### src/hdl/led_pkg.sv
package led_pkg;

  // panel geometry
  localparam int led_cols      = 32;  // columns per half, power of two
  localparam int led_scan_rows = 8;   // row pairs
  localparam int led_planes    = 8;   // bcm bit planes

  localparam int led_col_w   = $clog2(led_cols);
  localparam int led_row_w   = $clog2(led_scan_rows);
  localparam int led_plane_w = $clog2(led_planes);
  localparam int led_addr_w  = 1 + led_row_w + led_col_w;  // {half, row, col}

  localparam int led_pix_bytes = 3;
  localparam int led_pix_w     = 8 * led_pix_bytes;
  localparam int led_delay_w   = 8;

  localparam logic [led_plane_w-1:0] led_top_plane = led_plane_w'(led_planes - 1);
  localparam logic [led_delay_w-1:0] led_step_hold = 8'd255;  // 256 dark cycles

  // delay load per plane, index is the plane number
  localparam logic [led_planes-1:0][led_delay_w-1:0] plane_weight = {
    8'd255, 8'd128, 8'd64, 8'd32, 8'd16, 8'd8, 8'd4, 8'd2
  };

  typedef struct packed {
    logic                     cyc;
    logic                     stb;
    logic                     we;
    logic [led_addr_w-1:0]    adr;     // word address
    logic [led_pix_bytes-1:0] sel;
    logic [led_pix_w-1:0]     dat;
  } wb_req_t;

  typedef struct packed {
    logic                 ack;
    logic                 stall;
    logic [led_pix_w-1:0] dat;
  } wb_rsp_t;

  typedef struct packed {
    logic [7:0] red;
    logic [7:0] green;
    logic [7:0] blue;
  } pixel_t;

  typedef union packed {
    pixel_t                        pix;
    logic [led_pix_bytes-1:0][7:0] bytes;  // bytes[2] is red
  } pixel_u;

  typedef struct packed {
    logic [led_row_w-1:0] demux;
    logic [2:0]           upper;   // r,g,b of the top half
    logic [2:0]           lower;   // r,g,b of the bottom half
    logic                 stb;
    logic                 clk;
    logic                 oe_n;
  } panel_t;

  typedef enum logic [2:0] {
    st_idle, st_read1, st_read2, st_clock, st_latch, st_delay, st_step
  } scan_state_t;

endpackage

### src/hdl/wb_pixel_port.sv
module wb_pixel_port (
  input  logic                                clk_i,
  input  logic                                rst_i,
  input  led_pkg::wb_req_t                    bus_i,
  output led_pkg::wb_rsp_t                    bus_o,
  output logic                                mem_we_o,
  output logic [led_pkg::led_addr_w-1:0]      mem_adr_o,
  output logic [led_pkg::led_pix_bytes-1:0]   mem_sel_o,
  output led_pkg::pixel_u                     mem_wdat_o,
  input  led_pkg::pixel_u                     mem_rdat_i
);

  logic            accept;
  logic [1:0]      beat_q;   // accepted beats in flight
  led_pkg::pixel_u rdat_q;

  // no back-pressure, every strobed cycle is a beat
  assign accept = bus_i.cyc & bus_i.stb;

  assign mem_we_o   = accept & bus_i.we;
  assign mem_adr_o  = bus_i.adr;
  assign mem_sel_o  = bus_i.sel;
  assign mem_wdat_o = bus_i.dat;

  always_ff @(posedge clk_i or posedge rst_i)
  begin
    if (rst_i)
    begin
      beat_q <= '0;
    end
    else
    begin
      beat_q <= {beat_q[0], accept};
    end
  end

  // memory data arrives one cycle after the beat, hold it for the ack
  always_ff @(posedge clk_i)
  begin
    if (beat_q[0])
    begin
      rdat_q <= mem_rdat_i;
    end
  end

  always_comb
  begin
    bus_o.ack   = beat_q[1];
    bus_o.stall = 1'b0;
    bus_o.dat   = rdat_q;
  end

  a_ack_has_request : assert property (
    @(posedge clk_i) disable iff (rst_i)
    bus_o.ack |-> $past(accept, 2)
  );

endmodule

### config.mk
export PLATFORM = sky130hd
export DESIGN_NAME = wb_pixel_port
export DESIGN_NICKNAME = d
export VERILOG_FILES = /design/src/hdl/led_pkg.sv /design/src/hdl/wb_pixel_port.sv
export SDC_FILE = /design/constraint.sdc
export NUM_CORES = 1
export LEC_CHECK = 0
export ABC_AREA = 1
export BUFFER_PORTS_ARGS = -buffer_cell sky130_fd_sc_hd__buf_2
export CAP_MARGIN = 20
export CORE_MARGIN = 4
export CORE_UTILIZATION = 35
export CTS_CLUSTER_SIZE = 16
export DETAILED_ROUTE_END_ITERATION = 10
export HOLD_SLACK_MARGIN = 0.1
export PLACE_DENSITY = 0.87
export SYNTH_ARGS = -nofsm -noshare
export SYNTH_HDL_FRONTEND = slang
export SYNTH_SLANG_ARGS = --single-unit
### constraint.sdc
create_clock -name clk_i -period 2.21 [get_ports clk_i]
set_clock_uncertainty 0.1 [all_clocks]
set_input_delay 0.442 -clock clk_i [delete_from_list [all_inputs] [get_ports clk_i]]
set_output_delay 0.442 -clock clk_i [all_outputs]
set_load 0.03 [all_outputs]
# Word level (Yosys, flattened, before mapping)
# Index checks and enable logic that the tools add are counted.
# op_classes
n_bitwise,2
# op_table
operator,n
bitwise AND 1 bit,2
# word_totals
input_bits,65
word_cells,4
reg_bits,26
output_inout_bits,63

# Logic depth before layout (Yosys ltp)
# logic_depth
depth_word,2
ltp_mapped,2
ltp_nobuf,2

# Least setup slack after synthesis
# No wires, ideal clock.
# synth_timing
kind,input to output
from,in bus_i[38] in the netlist's numbering
to,out mem_we_o
setup_slack_ps,897
t_arrival_ps,771
path_buffers,0
stages,2
cell_sequence,nand2_1 -> nor2_2
# synth_via
elab_chain_cells,2
# synth_lines
element,line,rtl
from (decl),wb_pixel_port.sv:4,"input led_pkg::wb_req_t bus_i,"
bitwise AND 1 bit,wb_pixel_port.sv:18,assign accept = bus_i.cyc & bus_i.stb;
bitwise AND 1 bit,wb_pixel_port.sv:20,assign mem_we_o = accept & bus_i.we;
to (decl),wb_pixel_port.sv:6,"output logic mem_we_o,"
# Every way passes these cells.

# Worst setup path in the final report
# layout_timing
from,reg rdat_q[6] in the netlist's numbering
to,out bus_o[6] in the netlist's numbering
# layout_rtl
element,line,rtl
from (decl),wb_pixel_port.sv:15,led_pkg::pixel_u rdat_q;
from (signal assigned),wb_pixel_port.sv:42,rdat_q <= mem_rdat_i;
to (decl),wb_pixel_port.sv:5,"output led_pkg::wb_rsp_t bus_o,"
# No word-level cell between the ends.

==> results.json <==
{
  "hold_depth": 1,
  "finalWorstSetupSlack_ns": 0.805,
  "synth_seq_cells": 26,
  "yosysMostFrequentCell": "buf_4",
  "critPathMaxFanout": 1,
  "grt_pass1_wl_um": 3170,
  "die_w_um": 63.6,
  "cp_num_buf_inv": 1,
  "ys_seq_area_frac": 0.713,
  "final_core_util": 0.403,
  "layout-drive-gt1-share": 0.641,
  "multi_input_area_sq_um": 13.8,
  "slew_viol_final": 0,
  "drt_iter0_markers": 22,
  "wl_um": 2230,
  "synth-edff-count": 24,
  "rsz0062_at_grt": "false",
  "cp.arrival_ns": 0.86,
  "first_pass_iters": 3,
  "crit_chain": "buf_2",
  "netlist_area_sq_um": 1080,
  "drc": 0,
  "initial_utilization": 0.379,
  "tritoncts": "yes",
  "core_sq_um": 2850,
  "antenna_found_initial": 0,
  "swShare": 0.215,
  "synth_fp_nets": 135,
  "avgSynthCellArea_sq_um": 15.4,
  "clockRootBuffer": "clkbuf_4",
  "grt_start_max_net_pins": 25,
  "gr-usage-met3": 0.0888,
  "vdd.ir_drop.worst_v": 0.000199,
  "htreeDepth": 1,
  "syn2layout_area_growth_pct": 6.25,
  "critical_path_depth": 1,
  "total_power_uw": 846,
  "syn-instance-count": 70,
  "drtAntennaViolNets": 0,
  "synthFlopType": "edfxtp_1",
  "post_drt_wl_per_cell_um": 18.1,
  "internal-power_uw": 664,
  "finalCriticalPeriod_ns": 1.41,
  "hold_viol_final": 0,
  "finalSetupTns_ns": 0,
  "synthTopCellsByCount": "38 x buf_4, 24 x edfxtp_1, 3 x inv_1",
  "power_switching_uw": 182,
  "clk_latency_ns": 0.29,
  "fmax_ghz": 0.712,
  "required_ns": 1.67,
  "fillers": 252,
  "postCtsHoldBufs": 1,
  "clock_path_buffers": 2,
  "num_vias": 531,
  "place_ws_ns": 0.822,
  "async_reset_ff_frac": 0.0769,
  "seq_power_share": 0.668,
  "grt_pass1_vias": 530,
  "status": "complete, no violations",
  "cts_made_buffers": 3,
  "clkTransAtPathRegs_ns": 0.12,
  "period_share": 0.636,
  "use_met2": 0.196,
  "grt_use_met1": 0.0709,
  "end_kind": "primary output",
  "hold_slack_ns": 0.213,
  "yosys-top-cells-area": "edfxtp_1 67%, buf_4 26%, dfrtp_1 4.6%, inv_1 1.0%, nor2_2 0.58%",
  "reg2reg_depth": 1,
  "die_h_um": 63.6,
  "post_cts_buffers": 0,
  "grt_overflow": 0,
  "comb_power_share": 0.114,
  "slowest_stage": "edfxtp_1",
  "crit_family": "flip-flops",
  "io_pins": 128,
  "post_drt_via_cell_ratio": 4.32,
  "synth_top_area_share": 0.667,
  "power.leakage_uw": 0.000516,
  "p_per_area_nw_per_um2": 737,
  "gp_routability_congestion": 0.631,
  "yosys_warnings": 0,
  "cts.sink_count": 26,
  "rows": 19,
  "hp-class": "in2reg",
  "gr-usage-all-layers": 0.104,
  "post_cts_resized": 0,
  "setup-violations-final": 0,
  "yosysTopAreaCell": "edfxtp_1",
  "ys_types": 7,
  "startpoint_type": "flop",
  "nets": 158,
  "critPathKind": "reg2out",
  "dieArea_sq_um": 4040,
  "io_buffer_count": 54,
  "busiest_layer": "met2",
  "maxCapViolations": 0,
  "slowest_delay_ns": 0.38,
  "diodes": 0,
  "power_frac_clock": 0.217,
  "ff_latch_area_sq_um": 771
}
[placed cells by master, fill, tap and decap left out]
cell,Yosys,routed
clkbuf_4,0,3
buf_4,38,1
clkbuf_1,0,1
edfxtp_1,24,24
dfrtp_1,2,2
nand2_1,1,1
conb_1,1,1
nor2_2,1,1
buf_2,0,54
dlygate4sd3_1,0,1
inv_1,3,3
[layout make-up]
class                           instances  share of cell area
Tap cell                               31              0.0338
Inverter                                3             0.00980
Timing Repair Buffer                   56               0.251
Sequential cell                        26               0.671
Clock buffer                            4              0.0229
Multi-Input combinational cell          3              0.0120
[final timing paths]
| check | from | slack, ns | to |
|---|---|---|---|
| max | rdat_q[6]$_DFFE_PP_ | 0.80 | bus_o[6] |
| min | mem_rdat_i[23] | 0.21 | rdat_q[23]$_DFFE_PP_ |
| max reg2reg | beat_q[0]$_DFF_PP0_ | 1.15 | rdat_q[1]$_DFFE_PP_ |
| min reg2reg | beat_q[0]$_DFF_PP0_ | 0.39 | rdat_q[23]$_DFFE_PP_ |
| max in group asynchronous | rst_i | 1.48 | beat_q[0]$_DFF_PP0_ |
| min in group asynchronous | rst_i | 0.43 | beat_q[1]$_DFF_PP0_ |
[flip-flops by register name, indices dropped and copies added, names as in the netlist]
signal	count
beat_q	2
rdat_q	24
[metrics by stage]
stage                     instance area [sq um]  std cells
after floorplan                            1080         70
after global placement                     1110        118
after detailed placement                   1110        118
after CTS                                  1150        123
after global routing                       1150        123
final                                      1150        123
[cells by family (layout without fill, tap and decap cells)]
kind of cell,Yosys count,in the layout,synth area share
AND/OR/NAND/NOR,2,2,0.00926
buffers and inverters,41,63,0.274
flip-flops,26,26,0.713
other,1,1,0.00347
[layer usage]
metal | share of wire | up-vias
met4 | 0.019 | 0
met2 | 0.53 | 65
met1 | 0.23 | 219
met3 | 0.23 | 12
li1 | - | 235
met5 | 0 | -
[power by group through the flow]
stage          combinational, uW  clock [uW]  sequential [uW]
2_1_floorplan                133           0              621
3_3_place_gp                94.6           0              577
3_5_place_dp                96.7           0              577
4_1_cts                     98.2         193              566
5_1_grt                      103         229              567
6_report                    96.7         184              565
Power figures use the tool's default switching activity.
