File: config.mk
export PLATFORM = sky130hd
export DESIGN_NAME = pwm_scanner
export DESIGN_NICKNAME = d
export VERILOG_FILES = /design/src/hdl/led_pkg.sv /design/src/hdl/pwm_scanner.sv
export SDC_FILE = /design/constraint.sdc
export NUM_CORES = 1
export LEC_CHECK = 0
export BUFFER_PORTS_ARGS = -buffer_cell sky130_fd_sc_hd__buf_2
export CORE_UTILIZATION = 34
export DETAILED_ROUTE_END_ITERATION = 8
export PLACE_DENSITY_LB_ADDON = 0.25
export SETUP_SLACK_MARGIN = 0.15
export SLEW_MARGIN = 20
export SYNTH_ARGS = -nofsm -noshare
export SYNTH_HDL_FRONTEND = slang
export SYNTH_SLANG_ARGS = --single-unit
File: constraint.sdc
create_clock -name clk_i -period 2.75 [get_ports clk_i]
set_input_delay 0 -clock clk_i [delete_from_list [all_inputs] [get_ports clk_i]]
set_output_delay 0 -clock clk_i [all_outputs]
set_load 0.005 [all_outputs]
File: src/hdl/led_pkg.sv
package led_pkg;

  // panel geometry
  localparam int led_cols      = 32;  // columns per half, power of two
  localparam int led_scan_rows = 8;   // row pairs
  localparam int led_planes    = 8;   // bcm bit planes

  localparam int led_col_w   = $clog2(led_cols);
  localparam int led_row_w   = $clog2(led_scan_rows);
  localparam int led_plane_w = $clog2(led_planes);
  localparam int led_addr_w  = 1 + led_row_w + led_col_w;  // {half, row, col}

  localparam int led_pix_bytes = 3;
  localparam int led_pix_w     = 8 * led_pix_bytes;
  localparam int led_delay_w   = 8;

  localparam logic [led_plane_w-1:0] led_top_plane = led_plane_w'(led_planes - 1);
  localparam logic [led_delay_w-1:0] led_step_hold = 8'd255;  // 256 dark cycles

  // delay load per plane, index is the plane number
  localparam logic [led_planes-1:0][led_delay_w-1:0] plane_weight = {
    8'd255, 8'd128, 8'd64, 8'd32, 8'd16, 8'd8, 8'd4, 8'd2
  };

  typedef struct packed {
    logic                     cyc;
    logic                     stb;
    logic                     we;
    logic [led_addr_w-1:0]    adr;     // word address
    logic [led_pix_bytes-1:0] sel;
    logic [led_pix_w-1:0]     dat;
  } wb_req_t;

  typedef struct packed {
    logic                 ack;
    logic                 stall;
    logic [led_pix_w-1:0] dat;
  } wb_rsp_t;

  typedef struct packed {
    logic [7:0] red;
    logic [7:0] green;
    logic [7:0] blue;
  } pixel_t;

  typedef union packed {
    pixel_t                        pix;
    logic [led_pix_bytes-1:0][7:0] bytes;  // bytes[2] is red
  } pixel_u;

  typedef struct packed {
    logic [led_row_w-1:0] demux;
    logic [2:0]           upper;   // r,g,b of the top half
    logic [2:0]           lower;   // r,g,b of the bottom half
    logic                 stb;
    logic                 clk;
    logic                 oe_n;
  } panel_t;

  typedef enum logic [2:0] {
    st_idle, st_read1, st_read2, st_clock, st_latch, st_delay, st_step
  } scan_state_t;

endpackage

File: src/hdl/pwm_scanner.sv
module pwm_scanner (
  input  logic                           clk_i,
  input  logic                           rst_i,
  output logic [led_pkg::led_addr_w-1:0] scan_adr_o,
  input  led_pkg::pixel_u                scan_rdat_i,
  output led_pkg::panel_t                panel_o
);

  led_pkg::scan_state_t state_q, state_d;

  logic                              half_q, half_d;
  logic [led_pkg::led_col_w-1:0]     col_q, col_d;
  logic [led_pkg::led_row_w-1:0]     row_q, row_d;
  logic [led_pkg::led_plane_w-1:0]   plane_q, plane_d;
  logic [led_pkg::led_delay_w-1:0]   delay_q, delay_d;
  logic [2:0]                        upper_q, upper_d;
  logic [2:0]                        lower_q, lower_d;

  led_pkg::pixel_t pix;
  logic [2:0]      plane_rgb;

  assign pix       = scan_rdat_i.pix;
  assign plane_rgb = {pix.red[plane_q], pix.green[plane_q], pix.blue[plane_q]};

  assign scan_adr_o = {half_q, row_q, col_q};

  always_ff @(posedge clk_i or posedge rst_i)
  begin
    if (rst_i)
    begin
      state_q <= led_pkg::st_idle;
      half_q  <= 1'b0;
      col_q   <= '0;
      row_q   <= '0;
      plane_q <= led_pkg::led_top_plane;
      delay_q <= '0;
      upper_q <= '0;
      lower_q <= '0;
    end
    else
    begin
      state_q <= state_d;
      half_q  <= half_d;
      col_q   <= col_d;
      row_q   <= row_d;
      plane_q <= plane_d;
      delay_q <= delay_d;
      upper_q <= upper_d;
      lower_q <= lower_d;
    end
  end

  always_comb
  begin
    state_d = state_q;
    half_d  = half_q;
    col_d   = col_q;
    row_d   = row_q;
    plane_d = plane_q;
    delay_d = delay_q;
    upper_d = upper_q;
    lower_d = lower_q;

    case (state_q)
      led_pkg::st_idle:
      begin
        state_d = led_pkg::st_read1;
        half_d  = ~half_q;  // top half word is on the bus already
      end
      led_pkg::st_read1:
      begin
        state_d = led_pkg::st_read2;
        half_d  = ~half_q;
        upper_d = plane_rgb;
      end
      led_pkg::st_read2:
      begin
        state_d = led_pkg::st_clock;
        lower_d = plane_rgb;
        col_d   = col_q + 1'b1;  // wraps to 0 after the last column
      end
      led_pkg::st_clock:
      begin
        if (col_q == '0)
        begin
          state_d = led_pkg::st_latch;
        end
        else
        begin
          state_d = led_pkg::st_idle;
        end
      end
      led_pkg::st_latch:
      begin
        state_d = led_pkg::st_delay;
        plane_d = plane_q - 1'b1;  // 0 wraps to 7
        delay_d = led_pkg::plane_weight[plane_q];
      end
      led_pkg::st_delay:
      begin
        if (delay_q == '0)
        begin
          state_d = led_pkg::st_step;
          delay_d = led_pkg::led_step_hold;
        end
        else
        begin
          delay_d = delay_q - 1'b1;
        end
      end
      led_pkg::st_step:
      begin
        if (delay_q == '0)
        begin
          state_d = led_pkg::st_idle;
          // plane already wrapped, so plane 0 was the one just shown
          if (plane_q == led_pkg::led_top_plane)
          begin
            row_d = row_q + 1'b1;
          end
        end
        else
        begin
          delay_d = delay_q - 1'b1;
        end
      end
      default:
      begin
        state_d = led_pkg::st_idle;
      end
    endcase
  end

  always_comb
  begin
    panel_o.demux = row_q;
    panel_o.upper = upper_q;
    panel_o.lower = lower_q;
    panel_o.stb   = (state_q == led_pkg::st_latch);
    panel_o.clk   = (state_q == led_pkg::st_clock);
    panel_o.oe_n  = (state_q != led_pkg::st_delay);  // lit only while counting the weight
  end

  a_clk_stb_apart : assert property (
    @(posedge clk_i) disable iff (rst_i)
    !(panel_o.clk && panel_o.stb)
  );

  // latch comes straight after the last column clock
  a_latch_after_clock : assert property (
    @(posedge clk_i) disable iff (rst_i)
    panel_o.stb |-> $past(panel_o.clk)
  );

  a_dark_at_latch : assert property (
    @(posedge clk_i) disable iff (rst_i)
    panel_o.stb |-> panel_o.oe_n ##1 !panel_o.oe_n
  );

endmodule

# Word level (Yosys, flattened, before mapping)
# Memories as Yosys holds them, arrays and structs flattened.
# Cells that the tools add are included.
[classes] n_addsub=4 magnitude_cmp=1 eq_ne=11 muxes=14 bitwise=1 reduce_logical=8
[op_table] op="8-bit two-way mux" count=3
[op_table] op="8-bit case mux with 3 select lines" count=1
[op_table] op="3-bit case mux with 7 select lines" count=1
[op_table] op="3-bit equality test (second input constant)" count=4
[op_table] op="1-bit binary-select mux with 3-bit select" count=3
[op_table] op="3-bit two-way mux" count=3
[op_table] op="8-bit logical NOT" count=1
[op_table] op="8-bit by 1-bit subtractor with 8-bit output (second input constant)" count=1
[op_table] op="3-bit by 2-bit equality test with 1-bit output (second input constant)" count=2
[op_table] op="2-bit != test (second input constant)" count=3
[op_table] op="5-bit by 1-bit adder with 5-bit output (second input constant)" count=1
[op_table] op="5-bit logical NOT" count=1
[op_table] op="3-bit by 4-bit < comparator with 1-bit output (second input constant)" count=1
[op_table] op="2-bit AND reduction" count=2
[op_table] op="3-bit by 1-bit adder with 3-bit output (second input constant)" count=1
[op_table] op="3-bit by 1-bit equality test with 1-bit output (second input constant)" count=1
[op_table] op="3-bit logical NOT" count=1
[op_table] op="1-bit two-way mux" count=3
[op_table] op="3-bit != test (second input constant)" count=1
[op_table] op="3-bit AND reduction" count=1
[op_table] op="3-bit nonzero test" count=1
[op_table] op="3-bit by 1-bit subtractor with 3-bit output (second input constant)" count=1
[op_table] op="2-bit OR reduction" count=1
[op_table] op="1-bit NOT" count=1
[totals] regBits=29 rom_bits=64 inputBits=26 output_inout_bits=21 elab_cells=48 n_memories=1
[mem_list] name="(name not given)" words=8 width=8 rd=1 rd_ports_with_merged_regs=0 write_ports=0 line_no="pwm_scanner.sv:97" text="delay_d = led_pkg::plane_weight[plane_q];"

# Depth between registers and ports, before layout
[depth] ltp_word=3 mapped_depth=6

# Least setup slack after synthesis
# OpenSTA, ideal clock, no wires.
[synth_timing] path_kind="register -> register" from="reg plane_q[1] in the netlist's numbering" to="reg delay_q[5] in the netlist's numbering" setup_time_ps=65 arrival_ps=1746 slack_ps=939 path_stages_with_launch=7 n_path_buf=1 cell_sequence="dfstp_2 -> clkbuf_1 -> inv_1 -> ha_1 -> a211o_1 -> a31oi_1 -> o22a_1"
[synth_via] elab_chain_cells=3
[synth_lines] item="from (decl)" line_no="pwm_scanner.sv:14" text="logic [led_pkg::led_plane_w-1:0] plane_q, plane_d;"
[synth_lines] item="from (signal assigned)" line_no="pwm_scanner.sv:35" text="plane_q <= led_pkg::led_top_plane;"
[synth_lines] item="from (signal assigned)" line_no="pwm_scanner.sv:46" text="plane_q <= plane_d;"
[synth_lines] item="memory read 8 x 8 bit"
[synth_lines] item="8-bit two-way mux (implied by the code)" line_no="pwm_scanner.sv:97"
[synth_lines] item="8-bit case mux with 3 select lines" line_no="pwm_scanner.sv:64" text="case (state_q)"
[synth_lines] item="to (signal assigned)" line_no="pwm_scanner.sv:47" text="delay_q <= delay_d;"
[synth_lines] item="to (decl)" line_no="pwm_scanner.sv:15" text="logic [led_pkg::led_delay_w-1:0] delay_q, delay_d;"
# Every way passes these cells. The select of a mux whose other input is x is not followed.
# A chain may end at the register's enable or synchronous reset.

# Worst setup path after layout
[layout_timing] from="reg state_q[0]" to="reg delay_q[3] in the netlist's numbering"
[layout_via] elab_chain_cells=3 elab_cells_between_ends=7 classes_between="4 x eq/ne; 1 x mux; 2 x reduce/logical"
[layout_lines] item="from (decl)" line_no="pwm_scanner.sv:9" text="led_pkg::scan_state_t state_q, state_d;"
[layout_lines] item="from (signal assigned)" line_no="pwm_scanner.sv:31" text="state_q <= led_pkg::st_idle;"
[layout_lines] item="from (signal assigned)" line_no="pwm_scanner.sv:42" text="state_q <= state_d;"
[layout_lines] item="3-bit equality test" line_no="pwm_scanner.sv:64"
[layout_lines] item="2-bit != test (no line) / 3-bit nonzero test (equally long branches)"
[layout_lines] item="2-bit AND reduction (no line)"
# Several ways; a longest one is shown, not always the timed one.

==> summary.txt <==
Run status
  – Status: finished, final reports clean

Setup path
  – CP max stage delay: 0.60 ns
  – RR Startpoint: state_q[0]
  – Critical path class: reg -> reg
  – CP max FO: 14
  – Critical path arrival: between 2 and 2.5 ns
  – Crit path launch type: flip-flop
  – Worst Setup EP: delay_q[3]
  – CP Data Required Time: ~2.9 ns
  – Slowest CP cell: dfrtp_1
  – Cell family with most CP delay: flip-flops
  – WP depth: 4
  – Crit-path cells: xor2_1 > and2_0 > a2111oi_0 > nor3_1
  – Critical path capture point type: flip-flop
  – Buf/Inv on CP: 0
  – Endpoint of the lowest-slack register-to-register path: delay_q[3]
  – Worst R2R Path Depth: 4
  – Worst setup path startpoint: state_q[0]
  – R2R Setup Slk: 0.76 ns

Synth
  – Sequential share of the synthesized area: 39.8%
  – Synthesis Warnings: 0
  – Ys flop type: dfrtp_1
  – Cell Area, Synth: 0.00183 mm2
  – Syn avg cell area: 10.1 um2
  – Syn_nets: 215
  – Fraction of registers with async set or reset after synthesis: 100%
  – Mapped Cells: ~180
  – Library cells used by synthesis: 51
  – Number of flops mapped to enable cells by yosys: 0
  – #FFs+latches synth: 29

CTS
  – TritonCTS clock tree: yes
  – CTS clk-pin slew, worst paths: 0.07 ns
  – Clk Tree Root Cell: clkbuf_8
  – Post-CTS setup buffer count: 0
  – Clk sinks: 29
  – Num CTS Buffers: 5
  – Clk Latency, worst-skew pair: 0.27 ns
  – Htree depth: 2
  – CTS max path bufs: 2

Drt
  – First drt pass iteration count: 4
  – Antenna-violating nets left: 0
  – Drt drc: 0
  – Vias per inst: 5.26
  – Final wirelength: 4210 um
  – DR vias: 1,566
  – WL per Instance: between 10 and 15 um
  – 1st-iter DRT viols: 110

Cells and area
  – Most common cell after layout, fill and taps aside: buf_2
  – Final nets: 261
  – Layout cells sized above 1: 33.3%
  – Util after Layout: 43.7%
  – Design area: 0.00224 mm2
  – Commonest cells after routing, fill and taps aside: buf_2 (46), dfrtp_1 (26), nor2_1 (13)
  – Final cell count without fillers: 298
  – Antenna Diode Count: 0
  – P&R area growth vs syn: 22.5%

GRT
  – Largest net degree at the start of global routing: 20
  – Total GRT Usage: 16.5%
  – Global route overflow: 0
  – Number of global-route vias before repair: 1,492
  – First-pass GRT wire length: 7030 um
  – Antenna violations before repair: 0

Placed design
  – Post-DP HPWL: 3170 um
  – Placement Cell Area: 0.00212 mm2
  – Port-buffer cells: 46
  – Dpl cells: 289
  – GP Congestion: 0.799

Die
  – Die Area: 0.00569 mm2
  – Area of the core: 0.00514 mm2
  – Chip Height: 75.4 um
  – Chip Width: approximately 75 um
  – Placement row count: 26
  – IO Pins: 47
  – Initial core utilization: 35.6%

STA
  – Slew Limit Headroom: 50.6%
  – Hold WS: 0.256 ns
  – TNS Setup: 0 ns
  – Final Skew: ~0.0056 ns
  – Fin crit share: 72.3%
  – RSZ-0062 raised after global routing: false
  – Setup Viol. Count Final: 0
  – Final hold viol count: 0
  – Slew @ Worst Pin: 0.740 ns
  – Final slew viol count: 0
  – Min Tclk post-route: a little under 2 ns
  – Highest Clock Rate: 503 MHz

Power and ir drop
  – VDD IR max: between 0.2 and 0.25 mV
  – Cell Pwr Density: 416 mW/mm2
  – Leak: between 0.001 and 0.0015 uW

Min path
  – Min-delay worst type: in -> reg

Run
  – Max-cap violations: 0
-- tightest hold or removal path: stages --
cell	delay [ns]
buf_2	0.07
mux4_2	0.21
mux2i_1	0.08
a21oi_1	0.12
-- report_power, final --
part / internal [uW] / leakage [uW] / switching (uW)
sequential: 431 / 0.000361 / 2.14
combinational: 26.3 / 0.000606 / 19.5
clock: 295 / 0.0000585 / 160
total: 753 / 0.00103 / 182
-- worst min path at each step --
stage	startpoint	to	slack, ns	cells past startpoint
floorplan	rst_i	col_q[0]	0.08	1
global placement	rst_i	col_q[1]	0.17	2
finish	scan_rdat_i[6]	upper_q[0]	0.26	4
CTS	scan_rdat_i[6]	upper_q[0]	0.26	4
global route	scan_rdat_i[7]	lower_q[0]	0.29	4
detailed placement	rst_i	col_q[1]	0.17	2
-- final cells by class --
cell class / instances / area (um2)
multi-input cells: 127 / 988
inverters: 12 / 45.0
flip-flops and latches: 29 / 729
well taps: 70 / 87.6
repair buffers: 52 / 278
fillers: 544 / 2900
clock inverters: 1 / 30.0
clock buffers: 7 / 86.3
-- logic make-up (layout without fill, tap and decap cells) --
logic type | after synthesis | after routing | share of synthesized area, %
compound gates | 40 | 40 | 15.6
xor+xnor | 10 | 10 | 4.78
fa+ha+maj | 8 | 8 | 5.46
buf+inv | 25 | 72 | 6.22
flops | 29 | 29 | 39.8
mux | 12 | 12 | 10.7
simple gates | 57 | 57 | 17.4
-- flip-flops by register name, summed over array words and instances, names as in the netlist --
register,cells
lower_q,3
half_q,1
upper_q,3
delay_q,8
plane_q,3
row_q,3
col_q,5
state_q,3
-- through the flow --
| stage | power [uW] | setup slack [ns] |
|---|---|---|
| after floorplan | 459 | 0.939 |
| after global placement | 486 | 0.834 |
| after CTS | 950 | 0.782 |
| after detailed placement | 488 | 0.804 |
| after global routing | 974 | 0.533 |
| final | 935 | 0.761 |
-- synthesized netlist by cell type (all sizes together), types with 3 or more instances --
| master | count | area, um2 |
|---|---|---|
| ha | 8 | 100 |
| mux2i | 5 | 50.1 |
| xor2 | 3 | 26.3 |
| nand4 | 6 | 37.5 |
| clkbuf | 5 | 18.8 |
| xnor2 | 7 | 61.3 |
| nand3 | 4 | 20.0 |
| nor2b | 3 | 18.8 |
| and2 | 4 | 26.3 |
| nor3 | 4 | 20.0 |
| dfstp | 3 | 78.8 |
| nor2 | 13 | 48.8 |
| mux4 | 6 | 135 |
| o21ai | 6 | 30.0 |
| a21oi | 11 | 58.8 |
| inv | 11 | 41.3 |
| nand2 | 12 | 45.0 |
| dfrtp | 26 | 651 |
| buf | 8 | 50.1 |
-- layer usage --
layer | vias up | wire [um] | GRT usage, %
li1 | 751 | - | -
met3 | 4 | 232 | 3.84
met2 | 56 | 1960 | 25.9
met4 | 0 | 43 | 4.32
met5 | - | 0 | 0
met1 | 755 | 1970 | 23.0
-- repair_timing --
action | 4_1_cts | 5_1_grt
hold buffers | 1 | 0
gates resized for setup | 0 | 0
hold endpoints to repair | 14 | 0
No activity file was read; power rests on OpenSTA's default activity.
